$ cat src/rtl/isaPkg.sv
package isaPkg;

	localparam int XLEN = 32;
	localparam int REG_ADDR_W = 5;
	localparam int NUM_REGS = 2 ** REG_ADDR_W;
	localparam int OPCODE_W = 6;
	localparam int SHAMT_W = 5;
	localparam int FUNCT_W = 6;
	localparam int IMM_W = 16;
	localparam int JIDX_W = 26;

	localparam int IMEM_DEPTH = 64;
	localparam int DMEM_DEPTH = 64;
	localparam int MEM_AW = $clog2(IMEM_DEPTH); // Word index from byte address bits 7:2

	// Opcodes
	localparam logic [OPCODE_W-1:0] OP_RTYPE = 6'h00;
	localparam logic [OPCODE_W-1:0] OP_J     = 6'h02;
	localparam logic [OPCODE_W-1:0] OP_BEQ   = 6'h04;
	localparam logic [OPCODE_W-1:0] OP_BNE   = 6'h05;
	localparam logic [OPCODE_W-1:0] OP_ADDI  = 6'h08;
	localparam logic [OPCODE_W-1:0] OP_ADDIU = 6'h09;
	localparam logic [OPCODE_W-1:0] OP_SLTI  = 6'h0a;
	localparam logic [OPCODE_W-1:0] OP_SLTIU = 6'h0b;
	localparam logic [OPCODE_W-1:0] OP_ANDI  = 6'h0c;
	localparam logic [OPCODE_W-1:0] OP_ORI   = 6'h0d;
	localparam logic [OPCODE_W-1:0] OP_XORI  = 6'h0e;
	localparam logic [OPCODE_W-1:0] OP_LUI   = 6'h0f;
	localparam logic [OPCODE_W-1:0] OP_LW    = 6'h23;
	localparam logic [OPCODE_W-1:0] OP_SW    = 6'h2b;

	// R-type funct codes
	localparam logic [FUNCT_W-1:0] FN_ADD  = 6'h20;
	localparam logic [FUNCT_W-1:0] FN_ADDU = 6'h21;
	localparam logic [FUNCT_W-1:0] FN_SUB  = 6'h22;
	localparam logic [FUNCT_W-1:0] FN_SUBU = 6'h23;
	localparam logic [FUNCT_W-1:0] FN_AND  = 6'h24;
	localparam logic [FUNCT_W-1:0] FN_OR   = 6'h25;
	localparam logic [FUNCT_W-1:0] FN_XOR  = 6'h26;
	localparam logic [FUNCT_W-1:0] FN_NOR  = 6'h27;
	localparam logic [FUNCT_W-1:0] FN_SLT  = 6'h2a;
	localparam logic [FUNCT_W-1:0] FN_SLTU = 6'h2b;

	// Immediate is bits 15:0, jump index bits 25:0
	typedef struct packed {
		logic [OPCODE_W-1:0]   opcode;
		logic [REG_ADDR_W-1:0] rs;
		logic [REG_ADDR_W-1:0] rt;
		logic [REG_ADDR_W-1:0] rd;
		logic [SHAMT_W-1:0]    shamt;
		logic [FUNCT_W-1:0]    funct;
	} instrT;

endpackage

$ cat src/rtl/pipePkg.sv
package pipePkg;

	import isaPkg::*;

	typedef enum logic [3:0] {
		ALU_ADD,
		ALU_SUB,
		ALU_AND,
		ALU_OR,
		ALU_XOR,
		ALU_NOR,
		ALU_SLT,
		ALU_SLTU,
		ALU_LUI
	} aluOpT;

	// All zero is a bubble
	typedef struct packed {
		aluOpT aluOp;
		logic  useImm; // B operand from immediate
		logic  regWrite;
		logic  memRead;
		logic  memWrite;
		logic  branchEq;
		logic  branchNe;
	} ctrlT;

	typedef struct packed {
		ctrlT                  ctrl;
		logic [XLEN-1:0]       pc4;
		logic [XLEN-1:0]       rsData;
		logic [XLEN-1:0]       rtData;
		logic [XLEN-1:0]       imm;
		logic [REG_ADDR_W-1:0] destReg;
	} idExT;

	typedef struct packed {
		ctrlT                  ctrl;
		logic [XLEN-1:0]       aluResult;
		logic [XLEN-1:0]       storeData;
		logic [REG_ADDR_W-1:0] destReg;
	} exMemT;

	typedef struct packed {
		logic                  regWrite;
		logic                  memRead;
		logic [XLEN-1:0]       aluResult;
		logic [XLEN-1:0]       loadData;
		logic [REG_ADDR_W-1:0] destReg;
	} memWbT;

	// Back to the register file and out to the retire port
	typedef struct packed {
		logic                  valid;
		logic [REG_ADDR_W-1:0] destReg;
		logic [XLEN-1:0]       data;
	} wbT;

endpackage

$ cat src/rtl/dataMemory.sv
`timescale 1ns/1ps

module dataMemory import isaPkg::*, pipePkg::*; (
	input  logic            clk,
	input  exMemT           exMem,
	output logic [XLEN-1:0] loadData,
	output logic            memWrValid,
	output logic [XLEN-1:0] memWrAddr,
	output logic [XLEN-1:0] memWrData
);

	logic [XLEN-1:0]   dataMem [DMEM_DEPTH];
	logic [MEM_AW-1:0] wordAddr;

	assign wordAddr = exMem.aluResult[MEM_AW+1:2];

	always_ff @(posedge clk) begin
		if (exMem.ctrl.memWrite)
			dataMem[wordAddr] <= exMem.storeData;
	end

	assign loadData = dataMem[wordAddr]; // Async read

	// Store trace
	assign memWrValid = exMem.ctrl.memWrite;
	assign memWrAddr = exMem.aluResult;
	assign memWrData = exMem.storeData;

endmodule

$ cat config.mk
export PLATFORM = sky130hd
export DESIGN_NAME = dataMemory
export DESIGN_NICKNAME = d
export VERILOG_FILES = /design/src/rtl/isaPkg.sv /design/src/rtl/pipePkg.sv /design/src/rtl/dataMemory.sv
export SDC_FILE = /design/constraint.sdc
export NUM_CORES = 2
export LEC_CHECK = 0
export BUFFER_PORTS_ARGS = -buffer_cell sky130_fd_sc_hd__buf_2
export CORE_UTILIZATION = 44
export CTS_BUF_LIST = sky130_fd_sc_hd__clkbuf_8
export DETAILED_ROUTE_END_ITERATION = 7
export PLACE_DENSITY = 0.65
export SLEW_MARGIN = 20
export SYNTH_ARGS = -nofsm -noshare
export SYNTH_HDL_FRONTEND = slang
export SYNTH_SLANG_ARGS = --single-unit
export TNS_END_PERCENT = 10
$ cat constraint.sdc
create_clock -name clk -period 8.5 [get_ports clk]
set_input_delay 0.425 -clock clk [delete_from_list [all_inputs] [get_ports clk]]
set_output_delay 0.425 -clock clk [all_outputs]
set_load 0.02 [all_outputs]
==> qor.csv <==
metric,value,unit
status,"finished, final reports clean",
largest net degree at the start of global routing,123,
# rows,154,
vias in the first global route,42318,
global-route wire length before repair,314000,um
Hold Crit Class,in2reg,
Layout Utilization,49.8,%
critical path startpoint category,primary input,
die area,181000,um^2
drc violations,0,
Post-synth ARST share,0,%
Fmax achieved,195,MHz
Post-DP Area,82400,um^2
Post-DRT Antenna Nets,0,
Final period util,60.2,%
RSZ-0062 raised after global routing,false,
"Buf+Inv Stages, Crit Path",4,
sequential element share of the synthesized area,78.1,%
Synth area leaders,"edfxtp_1, mux2i_1, mux4_2",
H-tree Lvls,5,
clock slew at reported path FFs,0.06,ns
share of cells above drive strength 1,20.6,%
area delta synth->final,11.9,%
Pleak,28.7,nW
Max transition margin,17.6,%
final worst slack,3.38,ns
post-route minimum period,5.12,ns
DRT Pass-1 Iters,7,
nets,4611,
Die W,425,um
Die H,425,um
CTS Buf Count,340,
biggest regs,dataMem x2048,
GRT Total Usage,24.6,%
Power Density,227,nW/um^2
largest reg by FF count,dataMem,
Mapped Avg Cell Area,18.4,um^2
"EDFF count, synth",2048,
Clock Sinks,2048,
Syn Inst Count,4272,
Final Max Tran Viols,0,
CTS tree,done,
leading area contributor after synthesis,edfxtp_1,
grt total ovfl,0,
slowest CP cell,a21oi_1,
max FFs per register,2048,
Final Hold Fails,0,
Synth warnings,0,
Crit path required time,8.08,ns
Routed WL,226000,um
Fin Setup TNS,0,ns
Vias,43832,
Max-Cap Viols,0,
CORE AREA,177000,um^2
Setup CP Type,in2out,
design area,88100,um^2
worst stage delay on the critical path,0.86,ns
Synth cell types,55,
"Largest delay share family, worst path",buffers and inverters,
antenna violations before repair,23,
pre-CTS WS,3.44,ns
top-area cell type share of the netlist area,78.1,%
CP Depth,10,
most frequent cells in the layout,"edfxtp_1, clkbuf_8, mux2i_1, a22oi_1, a221oi_1",
Setup-failing EPs final,0,
Syn Nets,4352,
top-level I/O count,177,
Fill cells,14247,
DRT iter0 DRCs,6201,
"Cell Area, Synth",78800,um^2
hold depth,2,
IO buf count,110,
Worst EP arrival,4.69,ns
Starting Density,44.5,%
crit path max fanout,75,
root buf cell,clkbuf_8,
vias per cell,6.16,
CP cell instances,buf_8 -> buf_4 -> nand2b_2 -> buf_4 -> o2bb2ai_1 -> a221oi_1 -> a21oi_1 -> a21oi_1 -> nand3_1 -> buf_2,
Final Non-Filler Cells,7110,
synthesized flop and latch total,2048,
DP Wirelength,122000,um
GP Congestion,0.988,
dpl cells,6523,
"most common cell after layout, fill and taps aside",edfxtp_1,
CTS Buffer Depth,4,
Max rail drop VDD,188,uV
Worst-Margin Slew,1.21,ns
Worst Setup End Kind,output pin,
routed len/inst,31.7,um
main flop type after synthesis,edfxtp_1,
path summary, 6_finish.rpt:
path      start              end  slack (ns)
max   exMem[41]     loadData[22]        3.38
min   exMem[15]  dataMem[38][10]        0.09
cell usage after synthesis, types with 16 or more instances:
| cell | count |
|---|---|
| buf_2 | 83 |
| o21ai_0 | 84 |
| a211oi_1 | 17 |
| a22o_1 | 66 |
| edfxtp_1 | 2048 |
| o22ai_1 | 93 |
| a31oi_1 | 43 |
| buf_1 | 33 |
| mux4_2 | 96 |
| nand2b_1 | 18 |
| nor2_1 | 145 |
| o22a_1 | 70 |
| buf_4 | 73 |
| a21oi_1 | 121 |
| a222oi_1 | 16 |
| nor3_1 | 22 |
| nand3_1 | 54 |
| nand2_1 | 28 |
| a221oi_1 | 175 |
| mux2_2 | 147 |
| a22oi_1 | 188 |
| and3_1 | 85 |
| clkbuf_1 | 168 |
| mux2i_1 | 259 |
power by group:
group / total, mW / leakage, nW / internal (mW) / switching (mW)
Sequential: 11.2 / 18.4 / 11.2 / 0.0147
Clock: 7.54 / 3.36 / 3.77 / 3.78
Combinational: 1.23 / 6.88 / 0.332 / 0.897
what timing repair did:
item	in CTS	in global routing
endpoints found under the hold margin	110	0
hold buffers	6	0
setup buffers	0	0
resized for setup	0	0
layout make-up:
class / instances / area [um^2] / share of cell area [%]
inverters: 2 / 15.0 / 0.0170
clock buffers: 346 / 4760 / 5.40
multi-input cells: 1859 / 16100 / 18.2
clock inverters: 217 / 896 / 1.02
diodes: 18 / 45.0 / 0.0511
flip-flops and latches: 2048 / 61500 / 69.8
repair buffers: 280 / 1930 / 2.19
well taps: 2340 / 2930 / 3.32
through the flow:
| stage | power (mW) | hold WS [ns] |
|---|---|---|
| floorplan | 12.0 | 0.524 |
| global route | 20.5 | 0.110 |
| global placement | 12.6 | 0.749 |
| CTS | 20.0 | 0.0505 |
| finish | 20.0 | 0.0945 |
| detailed placement | 12.6 | 0.746 |
layer usage:
metal / GRT usage [%] / vias to the layer above / wire length [um]
met5: 0 / - / 41
met2: 37.5 / 2527 / 104000
met4: 12.1 / 6 / 11200
met1: 32.8 / 22563 / 86500
met3: 6.38 / 511 / 24400
li1: - / 18225 / -
logic make-up after synthesis:
group	Yosys count	synth area share (%)
AND/OR/NAND/NOR	424	2.81
AO/OA/AOI/OAI	933	8.68
flip-flops	2048	78.1
buffers and inverters	365	2.30
multiplexers	502	8.14
No activity file was read; power rests on OpenSTA's default activity.
