<file path="config.mk">
export PLATFORM = sky130hd
export DESIGN_NAME = fetchStage
export DESIGN_NICKNAME = d
export VERILOG_FILES = /design/src/rtl/isaPkg.sv /design/src/rtl/fetchStage.sv
export SDC_FILE = /design/constraint.sdc
export NUM_CORES = 2
export LEC_CHECK = 0
export ABC_AREA = 1
export BUFFER_PORTS_ARGS = -buffer_cell sky130_fd_sc_hd__clkbuf_2
export CORE_ASPECT_RATIO = 2
export CORE_MARGIN = 10
export CORE_UTILIZATION = 35
export DETAILED_ROUTE_END_ITERATION = 12
export PLACE_DENSITY = 0.6
export SLEW_MARGIN = 20
export SYNTH_ARGS = -nofsm -noshare
export SYNTH_HDL_FRONTEND = slang
export SYNTH_SLANG_ARGS = --single-unit
</file>
<file path="constraint.sdc">
create_clock -name clk -period 3.7 [get_ports clk]
set_clock_uncertainty 0.2 [all_clocks]
set_input_delay 0.74 -clock clk [delete_from_list [all_inputs] [get_ports clk]]
set_output_delay 0.74 -clock clk [all_outputs]
set_load 0.02 [all_outputs]
</file>
<file path="src/rtl/isaPkg.sv">
package isaPkg;

	localparam int XLEN = 32;
	localparam int REG_ADDR_W = 5;
	localparam int NUM_REGS = 2 ** REG_ADDR_W;
	localparam int OPCODE_W = 6;
	localparam int SHAMT_W = 5;
	localparam int FUNCT_W = 6;
	localparam int IMM_W = 16;
	localparam int JIDX_W = 26;

	localparam int IMEM_DEPTH = 64;
	localparam int DMEM_DEPTH = 64;
	localparam int MEM_AW = $clog2(IMEM_DEPTH); // Word index from byte address bits 7:2

	// Opcodes
	localparam logic [OPCODE_W-1:0] OP_RTYPE = 6'h00;
	localparam logic [OPCODE_W-1:0] OP_J     = 6'h02;
	localparam logic [OPCODE_W-1:0] OP_BEQ   = 6'h04;
	localparam logic [OPCODE_W-1:0] OP_BNE   = 6'h05;
	localparam logic [OPCODE_W-1:0] OP_ADDI  = 6'h08;
	localparam logic [OPCODE_W-1:0] OP_ADDIU = 6'h09;
	localparam logic [OPCODE_W-1:0] OP_SLTI  = 6'h0a;
	localparam logic [OPCODE_W-1:0] OP_SLTIU = 6'h0b;
	localparam logic [OPCODE_W-1:0] OP_ANDI  = 6'h0c;
	localparam logic [OPCODE_W-1:0] OP_ORI   = 6'h0d;
	localparam logic [OPCODE_W-1:0] OP_XORI  = 6'h0e;
	localparam logic [OPCODE_W-1:0] OP_LUI   = 6'h0f;
	localparam logic [OPCODE_W-1:0] OP_LW    = 6'h23;
	localparam logic [OPCODE_W-1:0] OP_SW    = 6'h2b;

	// R-type funct codes
	localparam logic [FUNCT_W-1:0] FN_ADD  = 6'h20;
	localparam logic [FUNCT_W-1:0] FN_ADDU = 6'h21;
	localparam logic [FUNCT_W-1:0] FN_SUB  = 6'h22;
	localparam logic [FUNCT_W-1:0] FN_SUBU = 6'h23;
	localparam logic [FUNCT_W-1:0] FN_AND  = 6'h24;
	localparam logic [FUNCT_W-1:0] FN_OR   = 6'h25;
	localparam logic [FUNCT_W-1:0] FN_XOR  = 6'h26;
	localparam logic [FUNCT_W-1:0] FN_NOR  = 6'h27;
	localparam logic [FUNCT_W-1:0] FN_SLT  = 6'h2a;
	localparam logic [FUNCT_W-1:0] FN_SLTU = 6'h2b;

	// Immediate is bits 15:0, jump index bits 25:0
	typedef struct packed {
		logic [OPCODE_W-1:0]   opcode;
		logic [REG_ADDR_W-1:0] rs;
		logic [REG_ADDR_W-1:0] rt;
		logic [REG_ADDR_W-1:0] rd;
		logic [SHAMT_W-1:0]    shamt;
		logic [FUNCT_W-1:0]    funct;
	} instrT;

endpackage

</file>
<file path="src/rtl/fetchStage.sv">
`timescale 1ns/1ps

module fetchStage import isaPkg::*; (
	input  logic              clk,
	input  logic              rst,
	input  logic              progWe,
	input  logic [MEM_AW-1:0] progAddr,
	input  logic [XLEN-1:0]   progData,
	input  logic              redirect,
	input  logic [XLEN-1:0]   redirectTarget,
	input  logic              flush,
	output instrT             instrId,
	output logic [XLEN-1:0]   pc4Id
);

	logic [XLEN-1:0] pc;
	logic [XLEN-1:0] pc4;
	logic [XLEN-1:0] instrMem [IMEM_DEPTH];

	assign pc4 = pc + XLEN'(4);

	always_ff @(posedge clk) begin
		if (rst && progWe)
			instrMem[progAddr] <= progData; // Program load while held in reset
	end

	always_ff @(posedge clk) begin
		if (rst)
			pc <= '0;
		else if (redirect)
			pc <= redirectTarget;
		else
			pc <= pc4;
	end

	// IF/ID
	always_ff @(posedge clk) begin
		if (rst || flush) begin
			instrId <= '0; // Decodes as a NOP
			pc4Id <= '0;
		end else begin
			instrId <= instrT'(instrMem[pc[MEM_AW+1:2]]);
			pc4Id <= pc4;
		end
	end

endmodule

</file>
==> metrics.md <==
| Metric | Value |
|---|---|
| Site row count | 263 |
| Post-cts repair resize count | 0 |
| Area share of the largest cell type after synthesis | 68.3% |
| Root Buffer | clkbuf_16 |
| I/O Buffers | 138 |
| CTS sink count | 2,144 |
| Worst rel slew slack | 25.1% |
| Yosys reg bits | 2,144 |
| Maximum clock frequency | 300 MHz |
| CP peak stage delay | 0.51 ns |
| WP data arrival | 3.83 ns |
| WL/cell | 22.0 um |
| Reg2reg setup slack | 0.37 ns |
| First-pass GRT wire length | 396,000 um |
| Peak supply drop | 0.379 mV |
| Warnings from Yosys | 0 |
| I/O pin cnt | 139 |
| Worst-Skew Late Latency | 0.86 ns |
| Iter 0 DRT Violations | 5,720 |
| Post-synth top area cell | edfxtp_1 |
| Unrepaired setup endpoints after global routing | false |
| Min-delay src | redirectTarget[29] |
| Post-Synthesis Cells | 8,662 |
| Hold_ws | 0.0401 ns |
| Initial antenna violation count | 18 |
| LEAKAGE | 41.4 nW |
| R2R Path End | instrId[21] |
| Share of layout cells above drive strength 1 | 8.56% |
| CTS tree | yes |
| CP max stage cell | dfxtp_4 |
| Final setup fails | 0 |
| Period utilisation layout | 90.0% |
| Initial Util | 35.1% |
| Cts hold-fix bufs | 32 |
| Via/cell ratio | 5.02 |
| Post-route insts no fill | 12,300 |
| Largest net degree at the start of global routing | 181 |
| Setup TNS | 0 ns |
| Global Route Usage Sum | 18.9% |
| Vias in the first global route | 60,800 |
| Class of the worst hold path | primary input to flop |
| Unique cell type count in the Yosys netlist | 31 |
| Max-slew violation total from the final report | 0 |
| Grt total ovfl | 0 |
| Clk pin slew, worst setup/hold paths | 0.07 ns |
| Placed insts | 11,900 |
| Hold Crit Depth | 5 |
| Netlist Area Pre-Place | 0.0901 mm2 |
| Sequential area share after synthesis | 70.4% |
| Final WL | 271,000 um |
| CP endpoint kind | flop |
| Most used cell, CP | nand2_1 |
| Post-Syn Nets | 8,738 |
| Critical Setup Path Class | flop to flop |
| CTS Buffer Depth | 4 |
| DR vias | 61,800 |
| Routability congestion estimate | 0.858 |
| CP startpoint kind | flop |
| Setup Buffers After CTS | 0 |
| Synth area leaders | edfxtp_1 68%, nand2_1 13%, nand3_1 5.3%, inv_1 4.3%, nor2_1 2.5% |
| Avg Cell Area, Syn | 10.4 um2 |
| Hold Vio Cnt, Final | 0 |
| Residual DRC | 0 |
| Final worst path period need | 3.33 ns |
| Detail Placement HPWL | 164,000 um |
| DIE AREA | 0.279 mm2 |
| WHS Endpoint | pc[29] |
| CTS H-tree lvls | 4 |
| Remaining antenna violation count after routing | 0 |
| Status | complete, no violations |
| Critical Path RT | 4.20 ns |
| Synth-to-Final Area Change | 14.2% |
| Number of buffers created by CTS | 190 |
| Max-cap viol count | 0 |
| Core area | 0.256 mm2 |
| Drt pass-1 iters | 6 |
| Layout net count | 8,918 |
| FF-to-FF path depth | 12 |
| Max FO, Critical Path | 126 |
| Reg2reg start | pc[2] |
| PwrDens | 495 mW/mm2 |
| Die height | 737 um |
| Crit-path cells | inv_16 > buf_12 > nand2_1 > nand2_1 > nand2_1 > nand3_1 > nand3_1 > nand2_1 > nand2_1 > nand2_1 > inv_1 > a21oi_1 |
| Slew @ Worst Pin | 1.12 ns |
| Die width | 379 um |
[worst max path at each step]
stage,from,to,slack (ns)
final,pc[2],instrId[21],0.37
after global routing,pc[2],instrId[21],0.25
after CTS,pc[3],instrId[21],0.46
after detailed placement,pc[3],instrId[21],0.47
after global placement,pc[3],instrId[21],0.48
after floorplan,progAddr[0],instrMem[11][0],0.47
[cell usage in the layout, fill, tap and decap left out, types with 2 or more instances in the layout]
cell type	count
dfxtp_4	3
buf_2	4
edfxtp_1	2048
o211ai_1	25
clkbuf_1	33
buf_4	172
nor2_1	535
inv_6	8
clkbuf_16	192
nand3b_1	5
nand4_1	11
dfxtp_1	92
nand2_1	3111
nand3_1	951
buf_12	87
or2_2	25
clkinv_8	2
inv_2	2
inv_16	2
and3_1	7
o21ai_0	189
nor2_4	66
clkbuf_2	132
diode_2	7
xnor2_1	4
inv_8	2
clkbuf_8	8
clkinv_2	35
nor3_1	9
o21ai_1	7
clkinvlp_4	2
clkinv_4	4
xor2_1	12
clkbuf_4	3
inv_1	1022
dlygate4sd3_1	32
bufinv_16	16
a21oi_1	87
clkinv_1	33
[kinds of logic after synthesis]
family          share of synthesized area [%]
buf+inv                                  6.43
compound gates                           1.78
xor+xnor                                0.156
flops                                    70.4
simple gates                             21.2
fa+ha+maj                              0.0139
[state kept, by name (all words and copies together), names as in the netlist]
name and flops:
instrMem 2048, pc 32, instrId 32, pc4Id 32
[metrics by stage]
stage                     cell area (um2)  util [%]  total power [W]  worst slack [ns]
after floorplan                     90100         -           0.0297             0.466
after global placement              96500      37.7           0.0317             0.478
after detailed placement            96500      37.7           0.0317             0.469
after CTS                          103000      40.1           0.0512             0.461
after global routing               103000      40.1           0.0524             0.248
final                              103000      40.1           0.0509             0.371
[report_power, final]
group          internal (W)  switching (W)
logic               0.00117        0.00318
registers            0.0267       0.000134
clock network        0.0108        0.00890
total                0.0387         0.0122
[critical path, delay by kind of cell (launching register included)]
kind / cells / cell delay (ns)
buffers and inverters: 3 / 1.05
and+or+nand+nor: 8 / 0.72
DFF: 1 / 0.51
AOI/OAI and AO/OA: 1 / 0.44
[synthesized netlist by cell type, drive strengths merged]
| cell type | n |
|---|---|
| or2 | 25 |
| inv | 1026 |
| nand3b | 5 |
| and3 | 7 |
| clkinv | 1 |
| nand4 | 11 |
| clkbuf | 193 |
| xnor2 | 4 |
| o21ai | 196 |
| and2 | 1 |
| or3 | 1 |
| edfxtp | 2048 |
| nand3 | 952 |
| nor3b | 1 |
| dfxtp | 96 |
| nor3 | 9 |
| xor2 | 12 |
| a21oi | 87 |
| buf | 248 |
| o211ai | 25 |
| nor2 | 602 |
| ha | 1 |
| nand2 | 3111 |
[layout make-up]
class                   count  area [um2]
multi-input cells        5050       21300
well taps                3312        4140
fillers                 24000      153000
repair buffers            429        4050
clock buffers             234        5040
flip-flops and latches   2144       63400
inverters                1027        3890
diodes                      7        17.5
clock inverters           102         951
[metal layers]
layer	vias up	GRT usage (%)	part of all wire (%)
met4	10	9.07	5.1
li1	28500	-	-
met5	-	0	0.025
met3	681	2.30	5.9
met1	30100	20.9	36
met2	2378	35.4	53
(Power assumes the default switching activity.)
