<file path="src/rtl/isaPkg.sv">
package isaPkg;

	localparam int XLEN = 32;
	localparam int REG_ADDR_W = 5;
	localparam int NUM_REGS = 2 ** REG_ADDR_W;
	localparam int OPCODE_W = 6;
	localparam int SHAMT_W = 5;
	localparam int FUNCT_W = 6;
	localparam int IMM_W = 16;
	localparam int JIDX_W = 26;

	localparam int IMEM_DEPTH = 64;
	localparam int DMEM_DEPTH = 64;
	localparam int MEM_AW = $clog2(IMEM_DEPTH); // Word index from byte address bits 7:2

	// Opcodes
	localparam logic [OPCODE_W-1:0] OP_RTYPE = 6'h00;
	localparam logic [OPCODE_W-1:0] OP_J     = 6'h02;
	localparam logic [OPCODE_W-1:0] OP_BEQ   = 6'h04;
	localparam logic [OPCODE_W-1:0] OP_BNE   = 6'h05;
	localparam logic [OPCODE_W-1:0] OP_ADDI  = 6'h08;
	localparam logic [OPCODE_W-1:0] OP_ADDIU = 6'h09;
	localparam logic [OPCODE_W-1:0] OP_SLTI  = 6'h0a;
	localparam logic [OPCODE_W-1:0] OP_SLTIU = 6'h0b;
	localparam logic [OPCODE_W-1:0] OP_ANDI  = 6'h0c;
	localparam logic [OPCODE_W-1:0] OP_ORI   = 6'h0d;
	localparam logic [OPCODE_W-1:0] OP_XORI  = 6'h0e;
	localparam logic [OPCODE_W-1:0] OP_LUI   = 6'h0f;
	localparam logic [OPCODE_W-1:0] OP_LW    = 6'h23;
	localparam logic [OPCODE_W-1:0] OP_SW    = 6'h2b;

	// R-type funct codes
	localparam logic [FUNCT_W-1:0] FN_ADD  = 6'h20;
	localparam logic [FUNCT_W-1:0] FN_ADDU = 6'h21;
	localparam logic [FUNCT_W-1:0] FN_SUB  = 6'h22;
	localparam logic [FUNCT_W-1:0] FN_SUBU = 6'h23;
	localparam logic [FUNCT_W-1:0] FN_AND  = 6'h24;
	localparam logic [FUNCT_W-1:0] FN_OR   = 6'h25;
	localparam logic [FUNCT_W-1:0] FN_XOR  = 6'h26;
	localparam logic [FUNCT_W-1:0] FN_NOR  = 6'h27;
	localparam logic [FUNCT_W-1:0] FN_SLT  = 6'h2a;
	localparam logic [FUNCT_W-1:0] FN_SLTU = 6'h2b;

	// Immediate is bits 15:0, jump index bits 25:0
	typedef struct packed {
		logic [OPCODE_W-1:0]   opcode;
		logic [REG_ADDR_W-1:0] rs;
		logic [REG_ADDR_W-1:0] rt;
		logic [REG_ADDR_W-1:0] rd;
		logic [SHAMT_W-1:0]    shamt;
		logic [FUNCT_W-1:0]    funct;
	} instrT;

endpackage

</file>
<file path="src/rtl/pipePkg.sv">
package pipePkg;

	import isaPkg::*;

	typedef enum logic [3:0] {
		ALU_ADD,
		ALU_SUB,
		ALU_AND,
		ALU_OR,
		ALU_XOR,
		ALU_NOR,
		ALU_SLT,
		ALU_SLTU,
		ALU_LUI
	} aluOpT;

	// All zero is a bubble
	typedef struct packed {
		aluOpT aluOp;
		logic  useImm; // B operand from immediate
		logic  regWrite;
		logic  memRead;
		logic  memWrite;
		logic  branchEq;
		logic  branchNe;
	} ctrlT;

	typedef struct packed {
		ctrlT                  ctrl;
		logic [XLEN-1:0]       pc4;
		logic [XLEN-1:0]       rsData;
		logic [XLEN-1:0]       rtData;
		logic [XLEN-1:0]       imm;
		logic [REG_ADDR_W-1:0] destReg;
	} idExT;

	typedef struct packed {
		ctrlT                  ctrl;
		logic [XLEN-1:0]       aluResult;
		logic [XLEN-1:0]       storeData;
		logic [REG_ADDR_W-1:0] destReg;
	} exMemT;

	typedef struct packed {
		logic                  regWrite;
		logic                  memRead;
		logic [XLEN-1:0]       aluResult;
		logic [XLEN-1:0]       loadData;
		logic [REG_ADDR_W-1:0] destReg;
	} memWbT;

	// Back to the register file and out to the retire port
	typedef struct packed {
		logic                  valid;
		logic [REG_ADDR_W-1:0] destReg;
		logic [XLEN-1:0]       data;
	} wbT;

endpackage

</file>
<file path="src/rtl/executeStage.sv">
`timescale 1ns/1ps

module executeStage import isaPkg::*, pipePkg::*; (
	input  idExT            idEx,
	output exMemT           exMem,
	output logic            branchTaken,
	output logic [XLEN-1:0] branchTarget
);

	logic [XLEN-1:0] opA;
	logic [XLEN-1:0] opB;
	logic [XLEN-1:0] aluResult;
	logic            opEqual;

	assign opA = idEx.rsData;
	assign opB = idEx.ctrl.useImm ? idEx.imm : idEx.rtData;

	always_comb begin
		case (idEx.ctrl.aluOp)
			ALU_ADD:  aluResult = opA + opB;
			ALU_SUB:  aluResult = opA - opB;
			ALU_AND:  aluResult = opA & opB;
			ALU_OR:   aluResult = opA | opB;
			ALU_XOR:  aluResult = opA ^ opB;
			ALU_NOR:  aluResult = ~(opA | opB);
			ALU_SLT:  aluResult = XLEN'($signed(opA) < $signed(opB));
			ALU_SLTU: aluResult = XLEN'(opA < opB);
			ALU_LUI:  aluResult = {opB[IMM_W-1:0], {(XLEN-IMM_W){1'b0}}};
			default:  aluResult = '0;
		endcase
	end

	// Branch compares the two registers directly
	assign opEqual = (idEx.rsData == idEx.rtData);
	assign branchTaken = (idEx.ctrl.branchEq && opEqual) || (idEx.ctrl.branchNe && !opEqual);
	assign branchTarget = idEx.pc4 + (idEx.imm << 2);

	assign exMem.ctrl = idEx.ctrl;
	assign exMem.aluResult = aluResult;
	assign exMem.storeData = idEx.rtData;
	assign exMem.destReg = idEx.destReg;

	// Decoder never emits both branch kinds for one instruction
	always_comb begin
		assert (!(idEx.ctrl.branchEq === 1'b1 && idEx.ctrl.branchNe === 1'b1))
			else $error("executeStage: BEQ and BNE set together");
	end

endmodule

</file>
<file path="config.mk">
export PLATFORM = sky130hd
export DESIGN_NAME = executeStage
export DESIGN_NICKNAME = d
export VERILOG_FILES = /design/src/rtl/isaPkg.sv /design/src/rtl/pipePkg.sv /design/src/rtl/executeStage.sv
export SDC_FILE = /design/constraint.sdc
export NUM_CORES = 1
export LEC_CHECK = 0
export BUFFER_PORTS_ARGS = -buffer_cell sky130_fd_sc_hd__buf_2
export CAP_MARGIN = 15
export CORE_ASPECT_RATIO = 1.1
export CORE_UTILIZATION = 28
export DETAILED_ROUTE_END_ITERATION = 8
export SYNTH_ARGS = -nofsm -noshare
export SYNTH_HDL_FRONTEND = slang
export SYNTH_SLANG_ARGS = --single-unit
export TNS_END_PERCENT = 100
</file>
<file path="constraint.sdc">
create_clock -name vclk -period 5.85
set_clock_uncertainty 0.15 [all_clocks]
set_input_delay 0 -clock vclk [all_inputs]
set_output_delay 0 -clock vclk [all_outputs]
set_load 0.1 [all_outputs]
</file>
==> impl_metrics.csv <==
group,metric,value,unit
grt,grt_overflow,0,
min_path,hold_path.class,"input pin to output port",
detailed_routing,wl,33300,um
timing,hold_viol,0,
detailed_routing,viasPerCell,5.64,
worst_setup_path,critPathLaunchType,"input pin",
timing,fin_crit_sh,80.2,%
layout,syn_to_final_growth,16.6,%
worst_setup_path,critPathKind,"input pin to output port",
layout,seq_cells,0,
yosys,synth_fp_nets,1391,
yosys,synth_area_per_cell,6.79,sq um
layout,n_fill_cell,2948,
layout,diodes,0,
power_and_ir_drop,ir_drop,125,uV
grt,grt_pass1_vias,8548,
worst_setup_path,worstPathRequired,5.70,ns
worst_setup_path,path_max_fanout,20,
timing,rsz0062_at_grt,"false",
run,drv_cap,0,
min_path,min_path_cells,2,
min_path,min_from,"idEx[134]",
power_and_ir_drop,p_leak,0.00425,uW
die,io_pins,255,
timing,fin_setup_tns,0,ns
timing,relSlewSlack,28.0,%
yosys,syn_area,7600,sq um
worst_setup_path,max_stage_delay,0.84,ns
placed_design,globalplace.congestion,1.03,
yosys,yosysSeqAreaShare,0,%
timing,hold_ws,0.236,ns
detailed_routing,firstDrtPassIters,5,
yosys,synth-warning-count,0,
grt,grt_pass1_wl,49600,um
yosys,syn_inst,1119,
detailed_routing,antenna_left,0,
timing,setup_viol,0,
grt,grtUsageMet3,2.40,%
grt,antenna_found_initial,0,
layout,register_area,0,sq um
grt,grt_max_degree,34,
detailed_routing,vias,9153,
timing,fmax,213,MHz
layout,nets,1546,
die,core_area,26400,sq um
min_path,worstHoldEndpoint,"exMem[70]",
layout,multi_input_area,6680,sq um
power_and_ir_drop,cellPowerDensity,195,nW/um^2
layout,clkbuf_count,0,
grt,grt_usage,22.6,%
die,dieArea,27800,sq um
worst_setup_path,slowest_stage,"mux2i_1",
die,initial_core_util,28.8,%
detailed_routing,drt_iter0_drc,927,
yosys,ys_types,84,
timing,worst_pin_slew,1.08,ns
timing,min_period,4.69,ns
placed_design,dpl.hpwl,27300,um
grt,grt_busiest_layer,"met2",
detailed_routing,drc,0,
detailed_routing,wl_per_cell,20.5,um
worst_setup_path,cp_top_family,"compound AO/OA/AOI/OAI gates",
die,die_w,159,um
die,fp.dieH,175,um
worst_setup_path,worstPathCellList,"buf_2, mux2i_1, ha_1, o211ai_1, o21a_1, or4_1, a21oi_1, nor2_1, o21bai_1, a21oi_1, o21ba_1, o311ai_1, buf_2",
clocking,cts_resized,0,
clocking,hold_buffers,10,
grt,use_met2,40.2,%
timing,report.final.slew_viol_count,0,
worst_setup_path,crit_buf_inv,2,
status,status,"finished clean",
die,rows,62,
clocking,post_cts_buffers,0,
worst_setup_path,crit_arrival,4.54,ns
layout,drive_gt1_share,22.5,%
worst_setup_path,cp-end-kind,"output port",
grt,grt_use_met1,28.8,%
placed_design,port_buffers,235,
==> report_power, final <==
| group | internal, uW | switching (uW) |
|---|---|---|
| clock network | 0 | 0 |
| registers | 0 | 0 |
| logic | 390 | 1340 |
| total | 390 | 1340 |
==> worst max-delay path by stage <==
stage	slack [ns]	end	startpoint	cells past startpoint
6_report	1.16	exMem[56]	idEx[138]	13
5_1_grt	1.06	exMem[68]	idEx[138]	12
4_1_cts	1.26	exMem[56]	idEx[138]	13
3_5_place_dp	1.27	exMem[56]	idEx[138]	13
3_3_place_gp	1.27	exMem[56]	idEx[138]	13
2_1_floorplan	0.26	exMem[56]	idEx[138]	15
==> cell usage after synthesis, drive strengths merged, types with 16 or more instances <==
cell type,instances,area (sq um)
nor2,101,392
buf,57,407
a211oi,16,125
a221oi,32,280
o21ai,80,404
nor3,25,136
o21bai,16,120
o211ai,16,134
ha,126,1580
clkbuf,44,165
inv,106,398
mux2i,23,230
nand2,71,267
a21oi,104,524
xor2,41,359
nand3,24,120
==> layout by cell type (no fill, tap or decap), drive strengths merged, types with 8 or more instances in the layout <==
master | synthesis | final
nor2 | 101 | 101
o2111ai | 9 | 9
or3 | 8 | 8
nand4 | 9 | 9
o21a | 12 | 12
a21o | 11 | 11
nand3 | 24 | 24
nor2b | 10 | 10
a21oi | 104 | 104
a31oi | 9 | 9
o21ai | 80 | 80
xnor2 | 15 | 15
a211oi | 16 | 16
nand2b | 13 | 13
o221ai | 9 | 9
mux2i | 23 | 23
o211ai | 16 | 16
nor4 | 15 | 15
ha | 126 | 126
o31ai | 13 | 13
mux2 | 14 | 14
nand2 | 71 | 71
nor3 | 25 | 25
a221oi | 32 | 32
dlygate4sd3 | 0 | 10
buf | 57 | 244
xor2 | 41 | 41
inv | 106 | 106
o21bai | 16 | 16
==> per-layer routing <==
layer,vias up,part of all wire (%)
li1,4369,-
met1,4320,41
met2,419,48
met3,45,7.4
met4,0,3.0
met5,-,0
==> per-stage QoR <==
stage	setup WS (ns)	util (%)	instance area [sq um]	cells	power [uW]
after floorplan	0.257	-	7600	1119	1360
after global placement	1.27	33.2	8760	1614	1680
after detailed placement	1.27	33.2	8760	1614	1680
after CTS	1.26	33.6	8860	1624	1720
after global routing	1.06	33.6	8860	1624	1820
final	1.16	33.6	8860	1624	1730
==> kinds of logic after synthesis <==
family	after synthesis	share of synthesized area (%)
xor+xnor	56	6.45
simple gates	302	19.2
compound gates	388	35.0
fa+ha+maj	129	21.5
mux	37	5.10
buf+inv	207	12.8
==> area by class of cell <==
class / count / share of cell area, %
timing repair buffer: 254 / 15.2
multi-input combinational: 912 / 75.4
tap: 352 / 4.97
inverter: 106 / 4.49
Note: power is estimated with default switching activity, not from simulation.
