$ cat config.mk
export PLATFORM = sky130hd
export DESIGN_NAME = decodeStage
export DESIGN_NICKNAME = d
export VERILOG_FILES = /design/src/rtl/isaPkg.sv /design/src/rtl/pipePkg.sv /design/src/rtl/decodeStage.sv
export SDC_FILE = /design/constraint.sdc
export NUM_CORES = 2
export LEC_CHECK = 0
export BUFFER_PORTS_ARGS = -buffer_cell sky130_fd_sc_hd__buf_2
export CORE_ASPECT_RATIO = 1.4
export CORE_MARGIN = 2
export CORE_UTILIZATION = 35
export CTS_BUF_LIST = sky130_fd_sc_hd__clkbuf_8
export CTS_CLUSTER_DIAMETER = 80
export DETAILED_ROUTE_END_ITERATION = 8
export GPL_TIMING_DRIVEN = 0
export MAX_ROUTING_LAYER = met4
export SYNTH_ARGS = -nofsm -noshare
export SYNTH_HDL_FRONTEND = slang
export SYNTH_SLANG_ARGS = --single-unit
$ cat constraint.sdc
create_clock -name clk -period 3.3 [get_ports clk]
set_clock_uncertainty 0.15 [all_clocks]
set_input_delay 0.66 -clock clk [delete_from_list [all_inputs] [get_ports clk]]
set_output_delay 0.66 -clock clk [all_outputs]
set_load 0.005 [all_outputs]
$ cat src/rtl/isaPkg.sv
package isaPkg;

	localparam int XLEN = 32;
	localparam int REG_ADDR_W = 5;
	localparam int NUM_REGS = 2 ** REG_ADDR_W;
	localparam int OPCODE_W = 6;
	localparam int SHAMT_W = 5;
	localparam int FUNCT_W = 6;
	localparam int IMM_W = 16;
	localparam int JIDX_W = 26;

	localparam int IMEM_DEPTH = 64;
	localparam int DMEM_DEPTH = 64;
	localparam int MEM_AW = $clog2(IMEM_DEPTH); // Word index from byte address bits 7:2

	// Opcodes
	localparam logic [OPCODE_W-1:0] OP_RTYPE = 6'h00;
	localparam logic [OPCODE_W-1:0] OP_J     = 6'h02;
	localparam logic [OPCODE_W-1:0] OP_BEQ   = 6'h04;
	localparam logic [OPCODE_W-1:0] OP_BNE   = 6'h05;
	localparam logic [OPCODE_W-1:0] OP_ADDI  = 6'h08;
	localparam logic [OPCODE_W-1:0] OP_ADDIU = 6'h09;
	localparam logic [OPCODE_W-1:0] OP_SLTI  = 6'h0a;
	localparam logic [OPCODE_W-1:0] OP_SLTIU = 6'h0b;
	localparam logic [OPCODE_W-1:0] OP_ANDI  = 6'h0c;
	localparam logic [OPCODE_W-1:0] OP_ORI   = 6'h0d;
	localparam logic [OPCODE_W-1:0] OP_XORI  = 6'h0e;
	localparam logic [OPCODE_W-1:0] OP_LUI   = 6'h0f;
	localparam logic [OPCODE_W-1:0] OP_LW    = 6'h23;
	localparam logic [OPCODE_W-1:0] OP_SW    = 6'h2b;

	// R-type funct codes
	localparam logic [FUNCT_W-1:0] FN_ADD  = 6'h20;
	localparam logic [FUNCT_W-1:0] FN_ADDU = 6'h21;
	localparam logic [FUNCT_W-1:0] FN_SUB  = 6'h22;
	localparam logic [FUNCT_W-1:0] FN_SUBU = 6'h23;
	localparam logic [FUNCT_W-1:0] FN_AND  = 6'h24;
	localparam logic [FUNCT_W-1:0] FN_OR   = 6'h25;
	localparam logic [FUNCT_W-1:0] FN_XOR  = 6'h26;
	localparam logic [FUNCT_W-1:0] FN_NOR  = 6'h27;
	localparam logic [FUNCT_W-1:0] FN_SLT  = 6'h2a;
	localparam logic [FUNCT_W-1:0] FN_SLTU = 6'h2b;

	// Immediate is bits 15:0, jump index bits 25:0
	typedef struct packed {
		logic [OPCODE_W-1:0]   opcode;
		logic [REG_ADDR_W-1:0] rs;
		logic [REG_ADDR_W-1:0] rt;
		logic [REG_ADDR_W-1:0] rd;
		logic [SHAMT_W-1:0]    shamt;
		logic [FUNCT_W-1:0]    funct;
	} instrT;

endpackage

$ cat src/rtl/pipePkg.sv
package pipePkg;

	import isaPkg::*;

	typedef enum logic [3:0] {
		ALU_ADD,
		ALU_SUB,
		ALU_AND,
		ALU_OR,
		ALU_XOR,
		ALU_NOR,
		ALU_SLT,
		ALU_SLTU,
		ALU_LUI
	} aluOpT;

	// All zero is a bubble
	typedef struct packed {
		aluOpT aluOp;
		logic  useImm; // B operand from immediate
		logic  regWrite;
		logic  memRead;
		logic  memWrite;
		logic  branchEq;
		logic  branchNe;
	} ctrlT;

	typedef struct packed {
		ctrlT                  ctrl;
		logic [XLEN-1:0]       pc4;
		logic [XLEN-1:0]       rsData;
		logic [XLEN-1:0]       rtData;
		logic [XLEN-1:0]       imm;
		logic [REG_ADDR_W-1:0] destReg;
	} idExT;

	typedef struct packed {
		ctrlT                  ctrl;
		logic [XLEN-1:0]       aluResult;
		logic [XLEN-1:0]       storeData;
		logic [REG_ADDR_W-1:0] destReg;
	} exMemT;

	typedef struct packed {
		logic                  regWrite;
		logic                  memRead;
		logic [XLEN-1:0]       aluResult;
		logic [XLEN-1:0]       loadData;
		logic [REG_ADDR_W-1:0] destReg;
	} memWbT;

	// Back to the register file and out to the retire port
	typedef struct packed {
		logic                  valid;
		logic [REG_ADDR_W-1:0] destReg;
		logic [XLEN-1:0]       data;
	} wbT;

endpackage

$ cat src/rtl/decodeStage.sv
`timescale 1ns/1ps

module decodeStage import isaPkg::*, pipePkg::*; (
	input  logic            clk,
	input  logic            rst,
	input  instrT           instr,
	input  logic [XLEN-1:0] pc4,
	input  wbT              wb,
	output idExT            idEx,
	output logic            jumpTaken,
	output logic [XLEN-1:0] jumpTarget
);

	logic [XLEN-1:0] regFile [NUM_REGS];
	ctrlT            ctrl;
	logic            zeroExt;
	logic [IMM_W-1:0] immField;
	logic [XLEN-1:0] imm;

	function automatic ctrlT aluCtrl(aluOpT op, logic useImm);
		ctrlT c;
		c = '0;
		c.aluOp = op;
		c.useImm = useImm;
		c.regWrite = 1'b1;
		return c;
	endfunction

	// Writeback lands in the first half of the cycle, so reads see it
	function automatic logic [XLEN-1:0] readReg(logic [REG_ADDR_W-1:0] addr);
		if (wb.valid && wb.destReg == addr && addr != '0)
			return wb.data;
		return regFile[addr];
	endfunction

	always_ff @(posedge clk) begin
		if (rst) begin
			for (int i = 0; i < NUM_REGS; i++)
				regFile[i] <= '0;
		end else if (wb.valid && wb.destReg != '0) begin
			regFile[wb.destReg] <= wb.data;
		end
	end

	always_comb begin
		ctrl = '0;
		case (instr.opcode)
			OP_RTYPE: begin
				case (instr.funct)
					FN_ADD, FN_ADDU: ctrl = aluCtrl(ALU_ADD, 1'b0);
					FN_SUB, FN_SUBU: ctrl = aluCtrl(ALU_SUB, 1'b0);
					FN_AND:          ctrl = aluCtrl(ALU_AND, 1'b0);
					FN_OR:           ctrl = aluCtrl(ALU_OR, 1'b0);
					FN_XOR:          ctrl = aluCtrl(ALU_XOR, 1'b0);
					FN_NOR:          ctrl = aluCtrl(ALU_NOR, 1'b0);
					FN_SLT:          ctrl = aluCtrl(ALU_SLT, 1'b0);
					FN_SLTU:         ctrl = aluCtrl(ALU_SLTU, 1'b0);
					default:         ctrl = '0; // Includes the all-zero NOP
				endcase
			end
			OP_ADDI, OP_ADDIU: ctrl = aluCtrl(ALU_ADD, 1'b1);
			OP_ANDI:  ctrl = aluCtrl(ALU_AND, 1'b1);
			OP_ORI:   ctrl = aluCtrl(ALU_OR, 1'b1);
			OP_XORI:  ctrl = aluCtrl(ALU_XOR, 1'b1);
			OP_SLTI:  ctrl = aluCtrl(ALU_SLT, 1'b1);
			OP_SLTIU: ctrl = aluCtrl(ALU_SLTU, 1'b1);
			OP_LUI:   ctrl = aluCtrl(ALU_LUI, 1'b1);
			OP_LW: begin
				ctrl = aluCtrl(ALU_ADD, 1'b1);
				ctrl.memRead = 1'b1;
			end
			OP_SW: begin
				ctrl.aluOp = ALU_ADD;
				ctrl.useImm = 1'b1;
				ctrl.memWrite = 1'b1;
			end
			OP_BEQ: ctrl.branchEq = 1'b1;
			OP_BNE: ctrl.branchNe = 1'b1;
			default: ctrl = '0; // J and unknown codes
		endcase
	end

	assign zeroExt = (instr.opcode == OP_ANDI) || (instr.opcode == OP_ORI) ||
		(instr.opcode == OP_XORI);
	assign immField = instr[IMM_W-1:0];
	assign imm = zeroExt ? {{(XLEN-IMM_W){1'b0}}, immField} :
		{{(XLEN-IMM_W){immField[IMM_W-1]}}, immField};

	assign idEx.ctrl = ctrl;
	assign idEx.pc4 = pc4;
	assign idEx.rsData = readReg(instr.rs);
	assign idEx.rtData = readReg(instr.rt);
	assign idEx.imm = imm;
	assign idEx.destReg = (instr.opcode == OP_RTYPE) ? instr.rd : instr.rt;

	assign jumpTaken = (instr.opcode == OP_J);
	assign jumpTarget = {pc4[XLEN-1:XLEN-4], instr[JIDX_W-1:0], 2'b00};

	// r0 must survive any writeback sequence
	assert property (@(posedge clk) disable iff (rst) regFile[0] == '0)
		else $error("decodeStage: register 0 was written");

endmodule

==> results.md <==
GRT:
- The total grt overflow is 0.
- Global routing consumed, over all layers together, 29.1% of the routing resources.
- The via count of the first global-routing pass is 38700.
- The first-pass GRT wire length is 315000 um.
- The maximum number of pins on one net before global-route repair is 33.
- The number of antenna violations at the first check in global routing is 16.

Worst setup path:
- Of all nets on the critical path, the largest fanout is 8.
- The worst setup path is launched from a primary input.
- Traced cell by cell, the critical path runs through clkbuf_16 > buf_16 > buf_16 > buf_16 > mux4_2 > a22oi_1 > nand3_1 > a22o_4 > buf_2.
- The slowest stage of the critical path belongs to the cell mux4_2.
- In this design, the critical path's most frequently occurring cell is buf_16.
- The arrival time at the worst endpoint is 2940 ps.
- Data on the critical path is required at its endpoint by 2490 ps.
- The worst stage delay on the critical path is 600 ps.
- The critical path is of the in -> out type.
- The category of the worst setup path capture point is an output pin.

Run status:
- The final reports fail on negative setup slack.
- The flow ran to the end, but the final reports show violations.

Clock tree:
- The TritonCTS buffer count is 152.
- TritonCTS built the clock tree.
- The clock tree synthesis step divided the H-tree into 4 levels.
- The maximum clock insertion buffer count is 3.
- The clock-pin transition on the worst setup and hold timing paths is 60 ps.
- The number of sinks handled by clock tree synthesis is 1024.
- The master cell of the clock root buffer is clkbuf_8.

Final layout:
- The finished cells cover 67300 um^2.
- Fill cells in the final layout number 14500.
- The core utilization of the finished layout is 42.4%.
- The library cell used most frequently in the layout, excluding fill and tap cells, is edfxtp_1.
- In the layout the commonest cells are 1024 x edfxtp_1, 992 x and2_1, 466 x mux4_2.
- Ranked by flip-flop count, first place goes to regFile.
- After the last flow step, the layout net total stands at 4428.
- The flip-flop count of the largest register, all copies and words added is 1024.
- Compared with the post-synthesis result, the final layout area differs by 20.3%.
- The ratio of cells with drive above 1 in the final layout is 36.6%.
- In the final layout, the registers with the most flip-flops are regFile (1024).

Timing:
- The worst relative slew slack is 13.0%.
- The hold violation total from the final report came to 0.
- The top achievable clock speed is 267 MHz.
- The max-slew violation total from the final report came to 0.
- Setup repair after global routing could not meet its margin everywhere.
- Setup slack on the critical path of the routed design comes to -450 ps.
- The number of failing setup endpoints in the final timing report is 64.
- For the pin with the worst max-slew slack, the measured transition is 1310 ps.
- After layout, the minimum clock period comes to 3750 ps.
- The tightest hold path in the finished design has a slack of 47.1 ps.
- The share of the cycle needed by the critical path after routing is 114%.

Synth:
- The synthesized area divided by synthesized cell count is 14.8 um^2.
- The number of enable flip-flop cells after synthesis is 1024.
- The count of synthesis-stage warnings from yosys is 0.
- Synthesis handed over a netlist of 3795 instances.
- After synthesis the cells add up to 56000 um^2.
- The sequential cell area fraction in the yosys report is 54.9%.
- Synthesis instantiated 53 different standard cells from the library.
- In the synthesized netlist the async set-or-reset flop fraction comes to 0%.
- The top flip-flop cell by instance count after synthesis is edfxtp_1.
- After synthesis the netlist holds a flip-flop and latch count of 1024.

Power and ir drop:
- For this design the ratio of total power to cell area is 458 nW/um^2.
- Across the VDD grid, the largest voltage drop is 478 uV.
- Summed over all cells, the static leakage comes to 0.0239 uW.

Placement:
- The cell area reported after detailed placement is 60000 um^2.
- The half-perimeter wire length after placement is 170000 um.
- The total of buffers placed on input and output ports is 229.
- The weighted congestion reported at the end of routability-driven placement is 1.01.

Floorplan:
- The count of pins on the block boundary is 280.
- The core area is 159000 um^2.
- The die covers 163000 um^2.
- The die is 477 um tall.
- The die boundary width is 342 um.
- The initial utilization of the core area, before any placement, comes to 35.2%.
- The number of placement rows is 173.

Detailed routing:
- The number of DRC markers in iteration 0 is 5505.
- The routed via count is 39100.
- The detail route stage leaves a number of antenna-violating nets equal to 0.
- The number of search-and-repair iterations in the first detailed-routing pass is 8.
- The final routed DRC violation total is 0.
- In the final routed layout, each cell accounts on average for 35.8 um.
- The vias per cell is 5.96.
- Summed over all layers, the routed wires come to 235000 um.

Hold path:
- The type of the worst min-delay path is in -> reg.

Job:
- The total of max-cap violations is 0.
[area by class of cell]
| cell class | instances | area, um^2 | area share [%] |
|---|---|---|---|
| clock buffers | 158 | 2170 | 3.23 |
| plain buffers | 490 | 3880 | 5.76 |
| well taps | 2100 | 2630 | 3.90 |
| inverters | 5 | 18.8 | 0.0279 |
| repair buffers | 347 | 2610 | 3.88 |
| diodes | 9 | 22.5 | 0.0335 |
| flip-flops and latches | 1024 | 30700 | 45.7 |
| multi-input cells | 2304 | 24600 | 36.6 |
| clock inverters | 122 | 593 | 0.881 |
[Yosys cell counts (2+ instances only)]
cell type  count  share of area (%)
inv_1          5              0.034
nor2_1        66               0.44
a221oi_1      17               0.27
nor3b_1        2              0.027
or2_2         31               0.35
clkbuf_1     276                1.9
o221ai_1      18               0.28
a22o_1        13               0.20
buf_1          9              0.060
a211o_1       34               0.53
nor4_1         4              0.045
buf_4        130                1.7
a31oi_1        2              0.022
edfxtp_1    1024                 55
or3_1          6              0.067
o211ai_1      18               0.24
buf_6         11               0.22
nor3_1         7              0.063
nand2b_1       3              0.034
xnor2_1        8               0.13
o21ai_1       30               0.27
o22ai_1       78               0.87
a2111oi_1      3              0.054
or3b_2         2              0.031
and2_0         2              0.022
and2_1       992                 11
mux4_2       466                 19
buf_2         68               0.61
nand2_1       64               0.43
nor2b_1       21               0.23
a21oi_1       32               0.29
a2111oi_2      3              0.080
a22oi_1       22               0.30
nand3_1       19               0.17
mux2i_1      140                2.5
o21ai_0       32               0.29
a211oi_1      18               0.24
mux2_2        74                1.5
nand3b_1       9               0.12
a2bb2oi_1      7               0.11
o221a_2       17               0.34
[worst paths after layout]
| check | end | cells past startpoint | slack (ps) | startpoint |
|---|---|---|---|---|
| setup / recovery | idEx[72] | 9 | -450 | instr[21] |
| hold / removal | regFile[6][2] | 2 | 50 | wb[2] |
[routing by layer]
layer	share of wire [%]	GRT usage (%)
met5	0	-
met2	47	45.6
met3	10	6.42
met4	8.5	19.6
met1	35	33.4
[what timing repair did]
action | 4_1_cts | 5_1_grt
hold buffers | 14 | 0
setup buffers | 54 | 37
hold endpoints to repair | 29 | 0
gates cloned | 6 | 4
pin swaps | 93 | 70
gates resized for setup | 674 | 167
setup endpoints to repair | 68 | 112
[per-stage QoR]
stage | setup TNS (ps) | setup WS [ps] | power [uW] | std cells
2_1_floorplan | 0 | 184 | 18000 | 3828
3_3_place_gp | -559420 | -2180 | 20000 | 6157
3_5_place_dp | -518770 | -2010 | 20100 | 6161
4_1_cts | -14030 | -294 | 30400 | 6511
5_1_grt | -14960 | -378 | 31400 | 6556
6_report | -13600 | -450 | 30900 | 6559
[power breakdown]
part / leakage, uW / internal (uW) / switching [uW] / total, uW
Combinational: 0.0125 / 2330 / 3060 / 5390
Clock: 0.00160 / 4690 / 5360 / 10000
Sequential: 0.00975 / 15000 / 382 / 15400
[worst max-delay path: cells and delay by family]
kind | cells | cell delay [ps]
AOI/OAI and AO/OA | 2 | 580
and+or+nand+nor | 1 | 230
muxes | 1 | 600
buffers and inverters | 5 | 850
[cell families after synthesis]
group                     after synthesis  synth area share [%]
AOI/OAI and AO/OA                     349                  4.48
xor gates and xnor gates                9                 0.141
buffers and inverters                 500                  4.53
DFF                                  1024                  54.9
muxes                                 680                  22.7
other                                   1               0.00670
and+or+nand+nor                      1232                  13.2
(Power assumes the default switching activity.)
